File: config.mk
export PLATFORM = sky130hd
export DESIGN_NAME = sldu
export DESIGN_NICKNAME = d
export VERILOG_FILES = /design/src/common/vslide_pkg.sv /design/src/sldu/sldu_insn_queue.sv /design/src/sldu/sldu_result_queue.sv /design/src/sldu/sldu.sv
export VERILOG_INCLUDE_DIRS = /design/src /design/src/common
export SDC_FILE = /design/constraint.sdc
export NUM_CORES = 1
export LEC_CHECK = 0
export BUFFER_PORTS_ARGS = -buffer_cell sky130_fd_sc_hd__buf_2
export CORE_MARGIN = 3
export CORE_UTILIZATION = 40
export DETAILED_ROUTE_END_ITERATION = 8
export HOLD_SLACK_MARGIN = 0.15
export MAX_ROUTING_LAYER = met4
export PLACE_DENSITY = 0.56
export SETUP_SLACK_MARGIN = 0.5
export SYNTH_ARGS = -nofsm -noshare
export SYNTH_HDL_FRONTEND = slang
export SYNTH_SLANG_ARGS = --single-unit
File: constraint.sdc
create_clock -name clk_i -period 30.6 [get_ports clk_i]
set_input_delay 0 -clock clk_i [delete_from_list [all_inputs] [get_ports clk_i]]
set_output_delay 0 -clock clk_i [all_outputs]
set_load 0.01 [all_outputs]
File: src/common/vslide_config.svh
// Package widths are derived from these sizes; lanes and rows must stay powers of two
`ifndef VSLIDE_CONFIG_SVH
`define VSLIDE_CONFIG_SVH

// Lanes, one element of each row per lane
`define VSLIDE_NR_LANES 4

// Architectural vector registers
`define VSLIDE_NR_REGS 8

// Rows per register, VLMAX is lanes times rows
`define VSLIDE_ROWS 4

// Instructions held by the slide unit
`define VSLIDE_INSN_DEPTH 2

// Pending writes per lane
`define VSLIDE_RESULT_DEPTH 2

`endif

File: src/common/vslide_pkg.sv
// Elements are fixed at 32 bits and vlen_t must be able to hold VLMAX itself
`include "vslide_config.svh"

package vslide_pkg;

  // Elements in one full register
  localparam int unsigned VLMAX = `VSLIDE_NR_LANES * `VSLIDE_ROWS;
  // Distinct instruction ids
  localparam int unsigned NrVInsn = 4;

  typedef logic [31:0] elem_t;
  typedef logic [$clog2(`VSLIDE_NR_REGS)-1:0] vreg_t;
  // Register in the upper bits, row in the lower bits
  typedef logic [$clog2(`VSLIDE_NR_REGS * `VSLIDE_ROWS)-1:0] row_addr_t;
  typedef logic [$clog2(VLMAX + 1)-1:0] vlen_t;
  typedef logic [$clog2(NrVInsn)-1:0] vid_t;

  typedef enum logic {
    SLIDE_UP,
    SLIDE_DOWN
  } slide_dir_e;

  // One slide instruction as the host sends it
  typedef struct packed {
    vid_t       id;
    slide_dir_e dir;
    vreg_t      vs2;
    vreg_t      vd;
    vlen_t      offset;
    vlen_t      vl;
  } vinsn_t;

  // One pending VRF write of a lane
  typedef struct packed {
    row_addr_t addr;
    elem_t     data;
  } result_t;

endpackage

File: src/sldu/sldu_insn_queue.sv
// Issue and commit follow accept order; an id may not be pushed again before its commit
`timescale 1ns/1ps
`include "vslide_config.svh"

module sldu_insn_queue (
  input  logic               clk_i,
  input  logic               rst_ni,
  // Accept side
  input  logic               push_i,
  input  vslide_pkg::vinsn_t push_insn_i,
  output logic               full_o,
  // Issue side
  output vslide_pkg::vinsn_t issue_insn_o,
  output logic               issue_valid_o,
  input  logic               issue_done_i,
  // Commit side
  output vslide_pkg::vinsn_t commit_insn_o,
  output logic               commit_valid_o,
  input  logic               commit_done_i
);

  import vslide_pkg::*;

  localparam int unsigned Depth = `VSLIDE_INSN_DEPTH;
  localparam int unsigned PntW  = (Depth > 1) ? $clog2(Depth) : 1;

  vinsn_t insn_q [Depth];

  // One pointer per execution phase
  logic [PntW-1:0] accept_pnt_q, issue_pnt_q, commit_pnt_q;
  // Waiting for issue, and waiting for commit (which includes the issuing ones)
  logic [PntW:0] issue_cnt_q, commit_cnt_q;
  // Ids between accept and commit
  logic [NrVInsn-1:0] running_d, running_q;

  function automatic logic [PntW-1:0] next_pnt(logic [PntW-1:0] pnt);
    return (pnt == PntW'(Depth - 1)) ? '0 : pnt + 1'b1;
  endfunction

  assign full_o         = (commit_cnt_q == (PntW + 1)'(Depth));
  assign issue_valid_o  = (issue_cnt_q != '0);
  assign commit_valid_o = (commit_cnt_q != '0);
  assign issue_insn_o   = insn_q[issue_pnt_q];
  assign commit_insn_o  = insn_q[commit_pnt_q];

  // New entry lands at the accept pointer
  always_ff @(posedge clk_i) begin
    if (push_i) insn_q[accept_pnt_q] <= push_insn_i;
  end

  always_comb begin
    running_d = running_q;
    if (commit_done_i) running_d[commit_insn_o.id] = 1'b0;
    if (push_i) running_d[push_insn_i.id] = 1'b1;
  end

  always_ff @(posedge clk_i or negedge rst_ni) begin
    if (!rst_ni) begin
      accept_pnt_q <= '0;
      issue_pnt_q  <= '0;
      commit_pnt_q <= '0;
      issue_cnt_q  <= '0;
      commit_cnt_q <= '0;
      running_q    <= '0;
    end else begin
      if (push_i) accept_pnt_q <= next_pnt(accept_pnt_q);
      if (issue_done_i) issue_pnt_q <= next_pnt(issue_pnt_q);
      if (commit_done_i) commit_pnt_q <= next_pnt(commit_pnt_q);
      issue_cnt_q  <= issue_cnt_q + (PntW + 1)'(push_i) - (PntW + 1)'(issue_done_i);
      commit_cnt_q <= commit_cnt_q + (PntW + 1)'(push_i) - (PntW + 1)'(commit_done_i);
      running_q    <= running_d;
    end
  end

  // Ready from the top level must keep a full queue free of pushes
  assert property (@(posedge clk_i) disable iff (!rst_ni) push_i |-> !full_o)
    else $error("push into a full instruction queue");

  // Host rule, an id stays reserved until its done pulse
  assert property (@(posedge clk_i) disable iff (!rst_ni)
    push_i |-> !running_q[push_insn_i.id])
    else $error("id %0d pushed while still running", push_insn_i.id);

endmodule

File: src/sldu/sldu_result_queue.sv
// The head is offered on req_o until granted; the producer checks full_o before each push
`timescale 1ns/1ps
`include "vslide_config.svh"

module sldu_result_queue #(
  parameter type payload_t = logic
) (
  input  logic     clk_i,
  input  logic     rst_ni,
  input  logic     push_i,
  input  payload_t push_data_i,
  output logic     full_o,
  output logic     empty_o,
  // VRF write side
  output logic     req_o,
  output payload_t data_o,
  input  logic     gnt_i
);

  localparam int unsigned Depth = `VSLIDE_RESULT_DEPTH;
  localparam int unsigned PntW  = (Depth > 1) ? $clog2(Depth) : 1;

  payload_t        mem_q [Depth];
  logic [PntW-1:0] wr_pnt_q, rd_pnt_q;
  logic [PntW:0]   cnt_q;
  logic            pop;

  assign full_o  = (cnt_q == (PntW + 1)'(Depth));
  assign empty_o = (cnt_q == '0);
  assign req_o   = !empty_o;
  assign data_o  = mem_q[rd_pnt_q];
  // Head leaves on the granting edge
  assign pop     = req_o && gnt_i;

  always_ff @(posedge clk_i) begin
    if (push_i) mem_q[wr_pnt_q] <= push_data_i;
  end

  always_ff @(posedge clk_i or negedge rst_ni) begin
    if (!rst_ni) begin
      wr_pnt_q <= '0;
      rd_pnt_q <= '0;
      cnt_q    <= '0;
    end else begin
      if (push_i) wr_pnt_q <= (wr_pnt_q == PntW'(Depth - 1)) ? '0 : wr_pnt_q + 1'b1;
      if (pop) rd_pnt_q <= (rd_pnt_q == PntW'(Depth - 1)) ? '0 : rd_pnt_q + 1'b1;
      cnt_q <= cnt_q + (PntW + 1)'(push_i) - (PntW + 1)'(pop);
    end
  end

  // Slide unit stalls its row walk on full
  assert property (@(posedge clk_i) disable iff (!rst_ni) push_i |-> !full_o)
    else $error("push into a full result queue");

  // A withheld write keeps its address and data
  assert property (@(posedge clk_i) disable iff (!rst_ni)
    req_o && !gnt_i |=> req_o && $stable(data_o))
    else $error("result request dropped before its grant");

endmodule

File: src/sldu/sldu.sv
// 32-bit elements, no masking; slide-down zero-fills sources at or past vl
`timescale 1ns/1ps
`include "vslide_config.svh"

module sldu (
  input  logic                                         clk_i,
  input  logic                                         rst_ni,
  // Instruction port
  input  logic                                         insn_valid_i,
  output logic                                         insn_ready_o,
  input  vslide_pkg::vid_t                             insn_id_i,
  input  vslide_pkg::slide_dir_e                       insn_dir_i,
  input  vslide_pkg::vreg_t                            insn_vs2_i,
  input  vslide_pkg::vreg_t                            insn_vd_i,
  input  vslide_pkg::vlen_t                            insn_offset_i,
  input  vslide_pkg::vlen_t                            insn_vl_i,
  output logic                                         done_o,
  output vslide_pkg::vid_t                             done_id_o,
  output logic                                         busy_o,
  // Row reads
  output logic                                         rd_req_o,
  output vslide_pkg::row_addr_t                        rd_addr_o,
  input  logic                                         rd_gnt_i,
  input  vslide_pkg::elem_t     [`VSLIDE_NR_LANES-1:0] rd_data_i,
  // Lane writes
  output logic                  [`VSLIDE_NR_LANES-1:0] wr_req_o,
  output vslide_pkg::row_addr_t [`VSLIDE_NR_LANES-1:0] wr_addr_o,
  output vslide_pkg::elem_t     [`VSLIDE_NR_LANES-1:0] wr_data_o,
  input  logic                  [`VSLIDE_NR_LANES-1:0] wr_gnt_i
);

  import vslide_pkg::*;

  localparam int unsigned NrLanes = `VSLIDE_NR_LANES;
  localparam int unsigned NrRows  = `VSLIDE_ROWS;
  localparam int unsigned LaneW   = $clog2(NrLanes);
  localparam int unsigned RowW    = $clog2(NrRows);

  // Source row of the walk, may run past the register end
  typedef logic [RowW+1:0] step_t;

  vinsn_t  insn_push, issue_insn, commit_insn;
  logic    queue_full, issue_valid, issue_done, commit_valid, commit_done;
  logic    active_q, proc_q, row_valid_q, own, step_go, empty_insn;
  step_t   step_q, step_start, step_end;
  vlen_t   done_cnt_q, gnt_cnt;
  logic    done_q;
  vid_t    done_id_q;

  // Offset as whole rows plus a lane rotation
  logic [RowW:0]   off_rows;
  logic [LaneW-1:0] off_lanes;
  logic [RowW-1:0] last_row;

  elem_t   [NrLanes-1:0]   prev_q, cur_row;
  elem_t   [2*NrLanes-1:0] window;
  logic    [NrLanes-1:0]   lane_we, lane_full, lane_empty;
  result_t [NrLanes-1:0]   lane_res, lane_out;

  // Writes one instruction leaves in the VRF
  function automatic vlen_t nr_writes(vinsn_t insn);
    if (insn.dir == SLIDE_DOWN) return insn.vl;
    return (insn.offset < insn.vl) ? vlen_t'(insn.vl - insn.offset) : '0;
  endfunction

  assign insn_push = '{id: insn_id_i, dir: insn_dir_i, vs2: insn_vs2_i, vd: insn_vd_i,
                       offset: insn_offset_i, vl: insn_vl_i};
  assign insn_ready_o = !queue_full;
  assign busy_o       = commit_valid;
  assign done_o       = done_q;
  assign done_id_o    = done_id_q;

  sldu_insn_queue i_insn_queue (
    .clk_i,
    .rst_ni,
    .push_i        (insn_valid_i && !queue_full),
    .push_insn_i   (insn_push),
    .full_o        (queue_full),
    .issue_insn_o  (issue_insn),
    .issue_valid_o (issue_valid),
    .issue_done_i  (issue_done),
    .commit_insn_o (commit_insn),
    .commit_valid_o(commit_valid),
    .commit_done_i (commit_done)
  );

  assign off_rows   = (RowW + 1)'(issue_insn.offset / NrLanes);
  assign off_lanes  = LaneW'(issue_insn.offset % NrLanes);
  assign last_row   = RowW'((issue_insn.vl - 1'b1) / NrLanes);
  assign empty_insn = (nr_writes(issue_insn) == '0);
  // Slide-up pairs rows r-q-1 and r-q, slide-down pairs r+q and r+q+1 after a priming read
  assign step_start = (issue_insn.dir == SLIDE_UP) ? '0 : step_t'(off_rows);
  assign step_end   = (issue_insn.dir == SLIDE_UP) ? step_t'(last_row) - step_t'(off_rows)
                                                   : step_t'(last_row) + step_t'(off_rows) + 1'b1;

  assign rd_req_o  = active_q && !proc_q && (step_q < step_t'(NrRows));
  assign rd_addr_o = {issue_insn.vs2, step_q[RowW-1:0]};
  assign cur_row   = row_valid_q ? rd_data_i : '0;
  // Previous row in the low half, current row in the high half
  assign window    = {cur_row, prev_q};

  // Results of the next instruction wait until the current commit is over
  assign own     = commit_valid && (commit_insn.id == issue_insn.id);
  assign step_go = active_q && proc_q && !(|(lane_we & lane_full)) && (own || !(|lane_we));
  assign issue_done = (step_go && step_q == step_end) || (issue_valid && !active_q && empty_insn);

  always_comb begin
    int row;
    int elem;
    row = int'(step_q) + int'(off_rows);
    if (issue_insn.dir == SLIDE_DOWN) row = int'(step_q) - int'(off_rows) - 1;
    for (int l = 0; l < NrLanes; l++) begin
      elem = row * NrLanes + l;
      lane_res[l].addr = {issue_insn.vd, RowW'(row)};
      if (issue_insn.dir == SLIDE_UP) begin
        // Elements below the offset keep their old value
        lane_we[l] = elem >= int'(issue_insn.offset) && elem < int'(issue_insn.vl);
        lane_res[l].data = window[NrLanes + l - int'(off_lanes)];
      end else begin
        lane_we[l] = row >= 0 && elem < int'(issue_insn.vl);
        // Zero where the source index reaches vl
        lane_res[l].data = (elem + int'(issue_insn.offset) < int'(issue_insn.vl)) ?
                           window[l + int'(off_lanes)] : '0;
      end
    end
  end

  for (genvar l = 0; l < NrLanes; l++) begin : gen_lane
    sldu_result_queue #(
      .payload_t(result_t)
    ) i_result_queue (
      .clk_i,
      .rst_ni,
      .push_i     (step_go && lane_we[l]),
      .push_data_i(lane_res[l]),
      .full_o     (lane_full[l]),
      .empty_o    (lane_empty[l]),
      .req_o      (wr_req_o[l]),
      .data_o     (lane_out[l]),
      .gnt_i      (wr_gnt_i[l])
    );
    assign wr_addr_o[l] = lane_out[l].addr;
    assign wr_data_o[l] = lane_out[l].data;
  end

  // Granted lane writes this cycle
  always_comb begin
    gnt_cnt = '0;
    for (int l = 0; l < NrLanes; l++) gnt_cnt = gnt_cnt + vlen_t'(wr_gnt_i[l]);
  end

  // Commit once issue has moved on and every write has been granted
  assign commit_done = commit_valid && !(issue_valid && own) &&
                       (done_cnt_q + gnt_cnt == nr_writes(commit_insn));

  always_ff @(posedge clk_i or negedge rst_ni) begin
    if (!rst_ni) begin
      active_q    <= 1'b0;
      proc_q      <= 1'b0;
      row_valid_q <= 1'b0;
      step_q      <= '0;
      done_cnt_q  <= '0;
      done_q      <= 1'b0;
      done_id_q   <= '0;
    end else begin
      done_q     <= commit_done;
      done_id_q  <= commit_insn.id;
      done_cnt_q <= commit_done ? '0 : done_cnt_q + gnt_cnt;
      if (!active_q) begin
        if (issue_valid && !empty_insn) begin
          active_q <= 1'b1;
          proc_q   <= 1'b0;
          step_q   <= step_start;
        end
      end else if (!proc_q) begin
        // Rows past the register end read as zero without a VRF access
        if (rd_gnt_i || step_q >= step_t'(NrRows)) begin
          proc_q      <= 1'b1;
          row_valid_q <= rd_gnt_i;
        end
      end else if (step_go) begin
        proc_q <= 1'b0;
        if (step_q == step_end) active_q <= 1'b0;
        else step_q <= step_q + 1'b1;
      end
    end
  end

  // Row kept for offsets that straddle two rows
  always_ff @(posedge clk_i) begin
    if (step_go) prev_q <= cur_row;
  end

  // A row read keeps its address until the VRF grants it
  assert property (@(posedge clk_i) disable iff (!rst_ni)
    rd_req_o && !rd_gnt_i |=> rd_req_o && $stable(rd_addr_o))
    else $error("row read dropped before its grant");

  // Done pulse finds every lane drained of that instruction
  assert property (@(posedge clk_i) disable iff (!rst_ni) done_o |-> &lane_empty)
    else $error("done reported with writes still queued");

endmodule

=== Word-level counts from Yosys, hierarchy flattened ===
Memories as Yosys holds them, arrays and structs flattened.
Index checks and enable logic that the tools add are counted.

* Register bits: 166
* RAM bits: 334
* Bits of input ports: 155
* Output and inout port bits: 163
* Logic and storage cells: 258
* Memories kept: 5

* $add $sub $neg: 51
* Order comparisons: 25
* Eq/ne operators: 11
* Muxes and demuxes: 80
* Bitwise gates (word level): 2
* Reduce and logical (&&, ||, !) cells: 56

{| class="wikitable"
|+ Memories
! memory !! words !! bits a word !! read ports !! clocked after memory_dff !! wr ports !! RTL line !! text
|-
| gen_lane[0].i_result_queue.mem_q || 2 || 37 || 1 || 0 || 1 || sldu_result_queue.sv:23 || <nowiki>payload_t mem_q [Depth];</nowiki>
|-
| gen_lane[1].i_result_queue.mem_q || 2 || 37 || 1 || 0 || 1 || sldu_result_queue.sv:23 ||
|-
| gen_lane[2].i_result_queue.mem_q || 2 || 37 || 1 || 0 || 1 || sldu_result_queue.sv:23 ||
|-
| gen_lane[3].i_result_queue.mem_q || 2 || 37 || 1 || 0 || 1 || sldu_result_queue.sv:23 ||
|-
| i_insn_queue.insn_q || 2 || 19 || 2 || 0 || 1 || sldu_insn_queue.sv:27 || <nowiki>vinsn_t insn_q [Depth];</nowiki>
|}

{| class="wikitable"
|+ Operators with widths
! kind !! number
|-
| 32-bit binary-select mux with 3-bit select || 7
|-
| 32-bit two-way mux || 20
|-
| 32-bit by 6-bit less-than comparator with 1-bit output || 8
|-
| 32-bit by 6-bit adder with 32-bit output || 4
|-
| 32-bit by 6-bit >= comparator with 1-bit output || 4
|-
| 32-bit by 4-bit less-than comparator with 1-bit output, second input constant || 4
|-
| 128-bit two-way mux || 1
|-
| 32-bit by 2-bit adder with 32-bit output, second input constant || 2
|-
| 32-bit binary-select mux with 2-bit select || 1
|-
| 1-bit two-way mux || 37
|-
| 5-bit two-way mux || 7
|-
| 32-bit by 1-bit adder with 32-bit output, second input constant || 1
|-
| 32-bit by 1-bit >= comparator with 1-bit output, second input constant || 1
|-
| 1-bit logical AND || 30
|-
| 4-bit two-way mux || 6
|-
| 3-bit by 2-bit subtractor with 4-bit output, first input constant || 4
|-
| 2-bit by 1-bit adder with 2-bit output || 6
|-
| 3-bit by 4-bit less-than comparator with 1-bit output, second input constant || 3
|-
| 2-bit by 1-bit subtractor with 2-bit output || 6
|-
| 1-bit adder, second input constant || 11
|-
| 1-bit zero test || 11
|-
| 2-bit == test, second input constant || 5
|-
| 5-bit less-than comparator || 2
|-
| 5-bit subtractor || 2
|-
| other kinds (31) || 42
|}

=== Depth between registers and ports, before layout ===
Gate-level depths: netlist (run 1).
An unclocked memory read counts as a cell.

* Depth in word-level cells: 16
* Mapped depth: 25
* Depth with buffers taken out: 23

=== Cells and area by module ===
From an unflattened synthesis (run 1), not the netlist that was laid out.

* Cells, all modules: 2921
* Area total of the unflattened synthesis: 32785.2 um^2

{| class="wikitable"
|+ By module, submodules not included
! module !! instances !! cells each !! area each (um^2) !! sequential area each (um^2)
|-
| sldu || 1 || 2284 || 18856.8 || 4219.0
|-
| sldu_result_queue || 4 || 133 || 2956.6 || 2322.2
|-
| sldu_insn_queue || 1 || 105 || 2102.0 || 1316.3
|}

=== Least setup slack after synthesis (run 1) ===
No wires, ideal clock.

* Path type: register -> register
* Start: reg i_insn_queue.issue_pnt_q
* End: reg active_q
* Setup time: 405 ps
* Data arrival time: 10839 ps
* Data required time: 30195 ps
* Setup slack: 19356 ps
* Stages on the path, launching flop included: 20
* Buffers on the path: 3
* Period minus slack after synthesis: 11244 ps
* Cell sequence: dfrtp_1 > buf_4 > buf_4 > clkbuf_1 > mux2_2 > fa_1 > ha_1 > xnor2_1 > nor2_1 > a21oi_1 > xnor2_1 > ha_1 > a21oi_1 > nand2_1 > a211oi_2 > o22ai_1 > a2111oi_2 > o21ai_0 > a21oi_1 > a2bb2oi_1

* Cells in the longest elaborated chain, start to end: 16
* Elaborated cells between the ends (all ways): 59

{| class="wikitable"
|+ RTL lines
! what !! RTL line !! text
|-
| from (decl) || sldu_insn_queue.sv:30 || <nowiki>logic [PntW-1:0] accept_pnt_q, issue_pnt_q, commit_pnt_q;</nowiki>
|-
| from (signal assigned) || sldu_insn_queue.sv:67 || <nowiki>if (issue_done_i) issue_pnt_q <= next_pnt(issue_pnt_q);</nowiki>
|-
| memory read 2 x 19 bit (*) || -- ||
|-
| 4-bit by 3-bit subtractor with 5-bit output || sldu.sv:111 || <nowiki>if (issue_insn.dir == SLIDE_DOWN) row = int'(step_q) - int'(off_rows) - 1;</nowiki>
|-
| 5-bit by 2-bit subtractor with 6-bit output || sldu.sv:111 ||
|-
| 32-bit two-way mux || sldu.sv:111 ||
|-
| 32-bit by 1-bit adder with 32-bit output or 32-bit by 2-bit adder with 32-bit output (tied branches) || sldu.sv:113 || <nowiki>elem = row * NrLanes + l;</nowiki>
|-
| 32-bit by 6-bit >= comparator with 1-bit output or 32-bit by 6-bit less-than comparator with 1-bit output (tied branches) || sldu.sv:117, sldu.sv:120 ||
|-
| 1-bit logical AND (on tied branches) || sldu.sv:117, sldu.sv:120 ||
|-
| 1-bit two-way mux || sldu.sv:115 || <nowiki>if (issue_insn.dir == SLIDE_UP) begin</nowiki>
|-
| 4-bit AND || sldu.sv:104 || <nowiki>assign step_go = active_q && proc_q && !(|(lane_we & lane_full)) && (own || !(|lane_we));</nowiki>
|-
| 4-bit OR reduction || sldu.sv:104 ||
|-
| 1-bit zero test || sldu.sv:104 ||
|-
| 1-bit logical AND || sldu.sv:104 ||
|-
| 1-bit logical AND (*) || sldu.sv:104 ||
|-
| via step_go || sldu.sv:44 || <nowiki>logic active_q, proc_q, row_valid_q, own, step_go, empty_insn;</nowiki>
|-
| 1-bit two-way mux (*) || sldu.sv:181 || <nowiki>end else if (step_go) begin</nowiki>
|-
| 1-bit two-way mux (*) || sldu.sv:175 || <nowiki>end else if (!proc_q) begin</nowiki>
|-
| 1-bit two-way mux (*) || sldu.sv:169 || <nowiki>if (!active_q) begin</nowiki>
|-
| to (signal assigned) || sldu.sv:158 || <nowiki>active_q <= 1'b0;</nowiki>
|-
| to (signal assigned) || sldu.sv:171 || <nowiki>active_q <= 1'b1;</nowiki>
|-
| to (signal assigned) || sldu.sv:183 || <nowiki>if (step_q == step_end) active_q <= 1'b0;</nowiki>
|-
| to (decl) || sldu.sv:44 ||
|}

The timed path passes the listed nets; every way through them passes the cells marked *. The select of a mux whose other input is x is not followed.
A chain may end at the register's enable or synchronous reset.

==> qor.log, run 1 <==
INFO  detailed_routing wire_per_inst=24.0um
INFO  timing         worst_clock_skew=44.7ps
INFO  setup_path     worst_r2r_path_depth=20
INFO  setup_path     worst-path-max-fanout=68
INFO  logic_synthesis synthesis.nets=3,322
INFO  detailed_routing post-route-drc-count=0
INFO  floorplanning  die_width=287um
INFO  detailed_routing finalWirelength=108,000um
INFO  placed_design  dpl_worst_slack=23,490ps
INFO  finish         final_layout_size_suffix_gt1_share=22.6%
INFO  hold_path      min_path_cells=3
INFO  setup_path     start_kind=flip-flop
INFO  timing         fmax=138MHz
INFO  timing         setup_repair_after_global_routing_missed_its_margin=false
INFO  detailed_routing via_count=26,100
INFO  timing         totalNegativeSetupSlack=0ps
INFO  logic_synthesis synthFlopType=sky130_fd_sc_hd__edfxtp_1
INFO  cts            cts-buffers-inserted=56
INFO  finish         final_cell_area=37,800um2
INFO  detailed_routing first_pass_iters=6
INFO  timing         timing.final.hold_violations=0
INFO  logic_synthesis synth_enable_flop_cells=462
INFO  detailed_routing drtAntennaViolNets=0
INFO  logic_synthesis synth_area_leader_cell=sky130_fd_sc_hd__edfxtp_1
INFO  finish         finalNetCount=3,684
INFO  hold_path      hp-start=rd_gnt_i
INFO  floorplanning  design.portCount=318
INFO  logic_synthesis yosysWarnings=0
INFO  timing         maxSlewViolCount=0
INFO  global_routing grt.overflow.total=0
INFO  floorplanning  placementRows=102
INFO  logic_synthesis asr_flop_ratio_synth=7.60%
INFO  logic_synthesis synthDistinctLibCells=72
INFO  logic_synthesis synth-seq-area-share=46.8%
INFO  cts            clock_transition_time_at_the_flip_flop_clock_pins_of_the_worst_setup_and_hold_paths=60ps
INFO  floorplanning  floorplan.die.height=287um
INFO  setup_path     endpoint_kind_of_the_worst_setup_timing_path=flip-flop
INFO  floorplanning  die_area=82,600um2
INFO  setup_path     crit_arrival=7450ps
INFO  cts            cts_tree=yes
INFO  cts            cts_max_path_buffers=3
INFO  timing         final.period_utilization=23.6%
INFO  power          power.leakage=0.0147uW
INFO  logic_synthesis netlist_instances=3,055
INFO  cts            cts.repair.resized=0
INFO  global_routing via_count_of_the_first_global_routing_pass=25,300
INFO  global_routing grt_pass1_wl=159,000um
INFO  floorplanning  placeableCoreArea=78,000um2
INFO  timing         tightest_slew=1200ps
INFO  placed_design  placement.io_buffers=317
INFO  setup_path     critPathKind=flip-flop to flip-flop
INFO  hold_path      min_to=row_valid_q$_DFFE_PN0P_
INFO  global_routing largest_net_degree_at_the_start_of_global_routing=167
INFO  placed_design  place_area=34,200um2
INFO  cts            cts.sinks=500
INFO  floorplanning  start_util=40.6%
INFO  hold_path      hold_class=input pin to flip-flop
INFO  timing         timing.final.crit_period=7220ps
INFO  timing         timing.slew.headroom=19.6%
INFO  cts            clockRootBuffer=sky130_fd_sc_hd__clkbuf_16
INFO  flow_run       maxCapViolations=0
INFO  placed_design  place_congestion=0.908
INFO  power          p_per_area=135nW/um2
INFO  logic_synthesis synth_area_per_cell=10.4um2
INFO  logic_synthesis yosys.area.top_type_share=43.8%
INFO  power          peakVddDrop=0.0000893V
INFO  logic_synthesis syn_area=31,700um2
INFO  logic_synthesis top_cells_by_area_synth=sky130_fd_sc_hd__edfxtp_1 44%, sky130_fd_sc_hd__mux4_2 9.1%, sky130_fd_sc_hd__nand2_1 6.0%
INFO  cts            worstSkewPairLatency=650ps
INFO  logic_synthesis ys_ff_latch=500
INFO  setup_path     timing.reg2reg.setup_slack=23,380ps
INFO  detailed_routing viasPerCell=5.80
INFO  timing         setup-violations-final=0
INFO  detailed_routing drt-initial-drc-count=2,785
INFO  status         run_status=complete, no violations
INFO  placed_design  place_hpwl=73,300um
INFO  cts            ctsHtreeMaxLevel=2
INFO  timing         fin_hold_ws=183ps
INFO  setup_path     worstReg2RegEnd=prev_q[63]$_DFFE_PN_
INFO  setup_path     critical_path.reg2reg.startpoint=i_insn_queue.insn_q[1][7]$_DFFE_PP_
INFO  setup_path     cp.required=30,830ps
INFO  timing         postLayoutSetupSlackWorst=23,380ps
INFO  global_routing antenna_found_initial=6
INFO  finish         fin_util=48.5%
INFO  finish         flow.area_growth_from_synthesis=19.3%
INFO  global_routing global_route.usage.total=26.3%
-- layer usage --
layer,track usage (%),part of all wire [%],vias to the layer above
li1,-,-,11800
met1,35.3,42,12800
met2,40.9,46,1293
met3,4.18,8.4,226
met4,8.76,3.7,0
met5,-,0,-
-- flip-flops by register name (all words and copies together) (netlist names), 2 cells and up --
register,flops
i_insn_queue.commit_cnt_q,2
gen_lane.i_result_queue.mem_q,296
done_id_o,2
step_q,4
i_insn_queue.insn_q,38
done_cnt_q,5
prev_q,128
gen_lane.i_result_queue.wr_pnt_q,4
i_insn_queue.issue_cnt_q,2
gen_lane.i_result_queue.rd_pnt_q,4
gen_lane.i_result_queue.cnt_q,8
-- worst max path at each step --
stage	from	to	slack [ps]
global route	i_insn_queue.insn_q[1][7]$_DFFE_PP_	prev_q[63]$_DFFE_PN_	22860
finish	i_insn_queue.insn_q[1][7]$_DFFE_PP_	prev_q[63]$_DFFE_PN_	23380
floorplan	i_insn_queue.issue_pnt_q$_DFFE_PN0N_	active_q$_DFF_PN0_	19360
detailed placement	i_insn_queue.issue_pnt_q$_DFFE_PN0N_	prev_q[40]$_DFFE_PN_	23490
CTS	i_insn_queue.insn_q[1][7]$_DFFE_PP_	prev_q[127]$_DFFE_PN_	23470
global placement	i_insn_queue.issue_pnt_q$_DFFE_PN0N_	prev_q[104]$_DFFE_PN_	23680
-- kinds of logic after synthesis --
kind of cell / after synthesis / share of synthesized area (%)
adders and majority gates: 112 / 4.66
DFF: 500 / 46.8
muxes: 375 / 17.6
buffers and inverters: 349 / 4.27
AOI/OAI and AO/OA: 594 / 10.6
xor gates and xnor gates: 60 / 1.68
and+or+nand+nor: 1065 / 14.4
-- layout make-up --
class	instances	area, um2
Clock inverter	30	302
Sequential cell	500	14800
Fill cell	7006	40200
Timing Repair Buffer	530	3650
Tap cell	1040	1300
Multi-Input combinational cell	2206	15700
Antenna cell	3	7.51
Inverter	123	472
Clock buffer	76	1520
-- repair_timing --
action | in CTS | in global routing
setup buffers | 0 | 0
hold buffers | 175 | 0
endpoints found under the hold margin | 245 | 0
-- cell usage after synthesis, types with 5 or more instances --
cell	instances
sky130_fd_sc_hd__edfxtp_1	462
sky130_fd_sc_hd__nor4_1	5
sky130_fd_sc_hd__a21oi_1	190
sky130_fd_sc_hd__fa_1	10
sky130_fd_sc_hd__nor2b_1	17
sky130_fd_sc_hd__buf_1	23
sky130_fd_sc_hd__buf_4	8
sky130_fd_sc_hd__a211oi_1	5
sky130_fd_sc_hd__nand2b_1	13
sky130_fd_sc_hd__ha_1	102
sky130_fd_sc_hd__a21o_1	5
sky130_fd_sc_hd__buf_2	10
sky130_fd_sc_hd__and3_1	8
sky130_fd_sc_hd__nand2_1	508
sky130_fd_sc_hd__clkbuf_1	185
sky130_fd_sc_hd__nor3b_1	5
sky130_fd_sc_hd__nor2_1	307
sky130_fd_sc_hd__o21a_1	11
sky130_fd_sc_hd__mux4_2	128
sky130_fd_sc_hd__nand3_1	14
sky130_fd_sc_hd__xnor2_1	39
sky130_fd_sc_hd__inv_1	121
sky130_fd_sc_hd__o21ai_1	5
sky130_fd_sc_hd__xor2_1	20
sky130_fd_sc_hd__and2_1	74
sky130_fd_sc_hd__or2_2	8
sky130_fd_sc_hd__a31oi_1	103
sky130_fd_sc_hd__dfrtp_1	38
sky130_fd_sc_hd__nand4_1	9
sky130_fd_sc_hd__or3_1	5
sky130_fd_sc_hd__nor3_1	76
sky130_fd_sc_hd__o21ai_0	222
sky130_fd_sc_hd__nor4b_1	7
sky130_fd_sc_hd__mux2i_1	82
sky130_fd_sc_hd__mux2_2	164
-- critical path, cell delays in order (launching register included) --
cell and delay [ps]:
sky130_fd_sc_hd__edfxtp_1 430, sky130_fd_sc_hd__and2_1 210, sky130_fd_sc_hd__nor2_1 340, sky130_fd_sc_hd__inv_1 170, sky130_fd_sc_hd__ha_1 250, sky130_fd_sc_hd__fa_1 490
sky130_fd_sc_hd__ha_1 290, sky130_fd_sc_hd__xnor2_1 140, sky130_fd_sc_hd__nor2_1 100, sky130_fd_sc_hd__a21oi_1 60, sky130_fd_sc_hd__xnor2_1 280, sky130_fd_sc_hd__ha_1 500
sky130_fd_sc_hd__a21oi_1 280, sky130_fd_sc_hd__nand2_1 150, sky130_fd_sc_hd__a211oi_2 260, sky130_fd_sc_hd__o22ai_1 150, sky130_fd_sc_hd__a2111oi_2 550, sky130_fd_sc_hd__o21ai_0 370
sky130_fd_sc_hd__a21oi_4 190, sky130_fd_sc_hd__buf_4 650, sky130_fd_sc_hd__buf_4 850
-- layout by cell type, fill, tap and decap left out, types with 37 or more instances in the layout --
| cell type | synthesis | final |
|---|---|---|
| sky130_fd_sc_hd__mux2_2 | 164 | 163 |
| sky130_fd_sc_hd__ha_1 | 102 | 98 |
| sky130_fd_sc_hd__clkbuf_16 | 0 | 56 |
| sky130_fd_sc_hd__mux4_2 | 128 | 128 |
| sky130_fd_sc_hd__xnor2_1 | 39 | 39 |
| sky130_fd_sc_hd__mux2i_1 | 82 | 80 |
| sky130_fd_sc_hd__nand2_1 | 508 | 508 |
| sky130_fd_sc_hd__nor2_1 | 307 | 295 |
| sky130_fd_sc_hd__o21ai_0 | 222 | 221 |
| sky130_fd_sc_hd__a31oi_1 | 103 | 103 |
| sky130_fd_sc_hd__nor3_1 | 76 | 75 |
| sky130_fd_sc_hd__and2_1 | 74 | 73 |
| sky130_fd_sc_hd__edfxtp_1 | 462 | 462 |
| sky130_fd_sc_hd__buf_4 | 8 | 37 |
| sky130_fd_sc_hd__buf_2 | 10 | 317 |
| sky130_fd_sc_hd__a21oi_1 | 190 | 189 |
| sky130_fd_sc_hd__inv_1 | 121 | 119 |
| sky130_fd_sc_hd__dlygate4sd3_1 | 0 | 174 |
-- power by group --
group | leakage [uW] | switching [uW] | internal (uW) | total [uW]
Clock | 0.000889 | 287 | 383 | 670
Sequential | 0.00477 | 131 | 1110 | 1240
Combinational | 0.00904 | 2020 | 1180 | 3200
Total | 0.0147 | 2440 | 2670 | 5110
-- stage by stage --
step | std cells | power (uW)
global route | 4506 | 5460
CTS | 4505 | 5090
floorplan | 3055 | 3450
global placement | 4224 | 4310
finish | 4508 | 5110
detailed placement | 4224 | 4390
(Power assumes the default switching activity.)
==> run 2, diff against run 1 <==
PLACE_DENSITY = 0.58   (was 0.56)
clock period = 6.4 ns   (was 30.6 ns; I/O delays follow)
==> run 2 against run 1 <==
Worst setup slack worse by 23000 ps; core utilization increased by 0.97 points; cell count is 0.80% higher; global-route usage is essentially flat; clock skew shrank 17 ps; count of clock-buffer cells in the layout down 7; fmax increased by 30%; via count fell by 1.2%; register-to-register slack got worse by 23000 ps; flip-flop and latch count stayed put; cell area up 2.0%; critical path type unchanged; largest cell class unchanged.
==> qor.log, run 2 (same netlist as run 1, synthesis figures left out) <==
INFO  status         run_status=complete, no violations
INFO  finish         most-common-layout-cells=506 x sky130_fd_sc_hd__nand2_1, 462 x sky130_fd_sc_hd__edfxtp_1, 317 x sky130_fd_sc_hd__buf_2
INFO  finish         finalNetCount=3,725 [+1.1%]
INFO  floorplanning  placeableCoreArea=78,000um2 [unchanged]
INFO  finish         max_flop_register=gen_lane.i_result_queue.mem_q
INFO  setup_path     endpoint_kind_of_the_worst_setup_timing_path=flip-flop
INFO  timing         fmax=180MHz [+30%]
INFO  timing         tightest_slew=1110ps [-93.9 ps]
INFO  setup_path     start_kind=flip-flop
INFO  setup_path     critPathKind=flip-flop to flip-flop
INFO  placed_design  placedCellCount=4,252 [+0.66%]
INFO  detailed_routing finalWirelength=108,000um [about the same]
INFO  timing         setup-violations-final=0 [unchanged]
INFO  finish         layout.cells.non_filler=4,544 [+0.80%]
INFO  floorplanning  placementRows=102 [unchanged]
INFO  cts            cts_tree=yes
INFO  finish         antennaDiodeCount=0 [-3]
INFO  cts            cts_max_path_buffers=3 [unchanged]
INFO  finish         largest_reg_flops=296 [unchanged]
INFO  cts            clock_transition_time_at_the_flip_flop_clock_pins_of_the_worst_setup_and_hold_paths=60ps [about the same]
INFO  hold_path      min_path_cells=3 [unchanged]
INFO  cts            cts-buffers-inserted=57 [+1.8%]
INFO  detailed_routing wire_per_inst=23.8um [-0.88%]
INFO  setup_path     cp.required=6950ps [-23,880 ps]
INFO  floorplanning  die_width=287um [unchanged]
INFO  timing         timing.final.hold_violations=0 [unchanged]
INFO  finish         leading_cell_type_in_the_layout_fill_and_taps_excluded=sky130_fd_sc_hd__nand2_1
INFO  global_routing antenna_found_initial=4 [-2]
INFO  finish         largestRegisters=gen_lane.i_result_queue.mem_q x296, prev_q x128, i_insn_queue.insn_q x38
INFO  setup_path     worst_r2r_path_depth=25 [+25%]
INFO  detailed_routing drtAntennaViolNets=0 [unchanged]
INFO  timing         final.period_utilization=86.9% [+63 points]
INFO  timing         setup_repair_after_global_routing_missed_its_margin=false
INFO  hold_path      hold_class=input pin to flip-flop
INFO  global_routing via_count_of_the_first_global_routing_pass=24,600 [-3.0%]
INFO  global_routing global_route.usage.total=26.3% [about the same]
INFO  floorplanning  floorplan.die.height=287um [unchanged]
INFO  timing         fin_hold_ws=190ps [+7.81 ps]
INFO  placed_design  place_congestion=0.895 [-1.4%]
INFO  timing         timing.slew.headroom=26.0% [+6.5 points]
INFO  placed_design  place_hpwl=73,700um [+0.44%]
INFO  floorplanning  design.portCount=318 [unchanged]
INFO  detailed_routing post-route-drc-count=0 [unchanged]
INFO  placed_design  placement.io_buffers=317 [unchanged]
INFO  detailed_routing viasPerCell=5.68 [-2.0%]
INFO  timing         timing.final.crit_period=5560ps [-1660 ps]
INFO  floorplanning  start_util=40.6% [unchanged]
INFO  global_routing largest_net_degree_at_the_start_of_global_routing=145 [-13%]
INFO  finish         final_layout_size_suffix_gt1_share=24.1% [+1.5 points]
INFO  flow_run       maxCapViolations=0 [unchanged]
INFO  cts            cts.sinks=500 [unchanged]
INFO  timing         maxSlewViolCount=0 [unchanged]
INFO  setup_path     worst-path-max-fanout=4 [-94%]
INFO  timing         worst_clock_skew=28.2ps [-16.6 ps]
INFO  detailed_routing drt-initial-drc-count=2,840 [+2.0%]
INFO  detailed_routing first_pass_iters=8 [+2]
INFO  detailed_routing via_count=25,800 [-1.2%]
INFO  finish         final.fill_count=7,002 [-0.057%]
INFO  cts            worstSkewPairLatency=640ps [about the same]
INFO  global_routing grt_pass1_wl=158,000um [-0.83%]
INFO  cts            ctsHtreeMaxLevel=2 [unchanged]
INFO  cts            clockRootBuffer=sky130_fd_sc_hd__clkbuf_16
INFO  setup_path     crit_arrival=6110ps [-1340 ps]
INFO  floorplanning  die_area=82,600um2 [unchanged]
INFO  global_routing grt.overflow.total=0 [unchanged]
INFO  finish         flow.area_growth_from_synthesis=21.7%
==> run 2: cell types whose count changed in the layout (fill, tap and decap cells not counted), moves of 4 or more <==
| cell | delta |
|---|---|
| sky130_fd_sc_hd__o21ai_0 | -26 |
| sky130_fd_sc_hd__buf_4 | +22 |
| sky130_fd_sc_hd__o21ai_1 | +22 |
| sky130_fd_sc_hd__buf_12 | +10 |
| sky130_fd_sc_hd__clkinv_2 | -9 |
| sky130_fd_sc_hd__clkbuf_1 | -7 |
| sky130_fd_sc_hd__buf_6 | +6 |
| sky130_fd_sc_hd__bufinv_16 | +5 |
| sky130_fd_sc_hd__clkinv_1 | +5 |
| sky130_fd_sc_hd__clkinv_4 | +4 |
==> run 2: worst paths after layout <==
check	from	end	slack (ps)
hold / removal	rd_gnt_i	row_valid_q$_DFFE_PN0P_	190
max in group asynchronous	rst_ni	gen_lane[0].i_result_queue.rd_pnt_q$_DFFE_PN0P_	5670
hold reg to reg	gen_lane[1].i_result_queue.cnt_q[1]$_DFF_PN0_	gen_lane[1].i_result_queue.cnt_q[1]$_DFF_PN0_	500
setup reg to reg	i_insn_queue.insn_q[1][7]$_DFFE_PP_	i_insn_queue.issue_cnt_q[1]$_DFF_PN0_	840
setup / recovery	i_insn_queue.insn_q[1][7]$_DFFE_PP_	i_insn_queue.issue_cnt_q[1]$_DFF_PN0_	840
min in group asynchronous	rst_ni	active_q$_DFF_PN0_	470
==> run 2: area by class of cell <==
cell class,instances,area (um2),share of cell area [%]
clock buffer,69,1500,3.90
multi-input combinational,2208,15900,41.3
inverter,123,472,1.22
timing repair buffer,568,4090,10.6
clock inverter,36,439,1.14
tap,1040,1300,3.38
sequential,500,14800,38.5
==> run 2: timing repair <==
action                     in CTS  in global routing
resized for setup               5                 50
hold buffers                  175                  0
cloned                          1                  1
setup endpoints to repair     301                685
buffers inserted                8                  2
hold endpoints to repair      249                  0
pin swaps                       2                  5
==> run 2: critical path, stage by stage (launching register included) <==
cell and delay (ps):
sky130_fd_sc_hd__edfxtp_1 420, sky130_fd_sc_hd__and2_1 240, sky130_fd_sc_hd__nor2_4 170, sky130_fd_sc_hd__inv_1 100
sky130_fd_sc_hd__ha_1 220, sky130_fd_sc_hd__fa_1 560, sky130_fd_sc_hd__ha_2 230, sky130_fd_sc_hd__xnor2_1 130
sky130_fd_sc_hd__nor2_1 70, sky130_fd_sc_hd__a21oi_2 190, sky130_fd_sc_hd__xnor2_2 170, sky130_fd_sc_hd__buf_4 180
sky130_fd_sc_hd__ha_4 220, sky130_fd_sc_hd__and3_1 200, sky130_fd_sc_hd__o21ai_0 100, sky130_fd_sc_hd__o311ai_1 200
sky130_fd_sc_hd__nor4b_1 510, sky130_fd_sc_hd__a2111oi_4 120, sky130_fd_sc_hd__buf_4 180, sky130_fd_sc_hd__o2111a_1 150
sky130_fd_sc_hd__a211o_1 340, sky130_fd_sc_hd__ha_1 290, sky130_fd_sc_hd__inv_1 40, sky130_fd_sc_hd__ha_1 180
sky130_fd_sc_hd__xnor2_1 170, sky130_fd_sc_hd__xnor2_1 130
==> run 2: layer usage <==
| metal | up-vias | track usage (%) | part of all wire [%] |
|---|---|---|---|
| li1 | 11900 | - | - |
| met1 | 12600 | 35.1 | 42 |
| met2 | 1143 | 39.6 | 45 |
| met3 | 183 | 6.23 | 9.8 |
| met4 | 0 | 8.72 | 3.6 |
| met5 | - | - | 0 |
==> run 2: through the flow <==
step	setup TNS [ps]	setup slack, ps	area (um2)	util (%)
CTS	0	509	38400	49.2
floorplan	-5950	-46.5	31800	-
global placement	0	332	34500	44.3
detailed placement	0	164	34500	44.3
global route	0	483	38500	49.4
finish	0	841	38500	49.4
Power of run 2 is not shown: default switching activity piles up to over one toggle a cycle in this logic, so the estimate is an artifact.
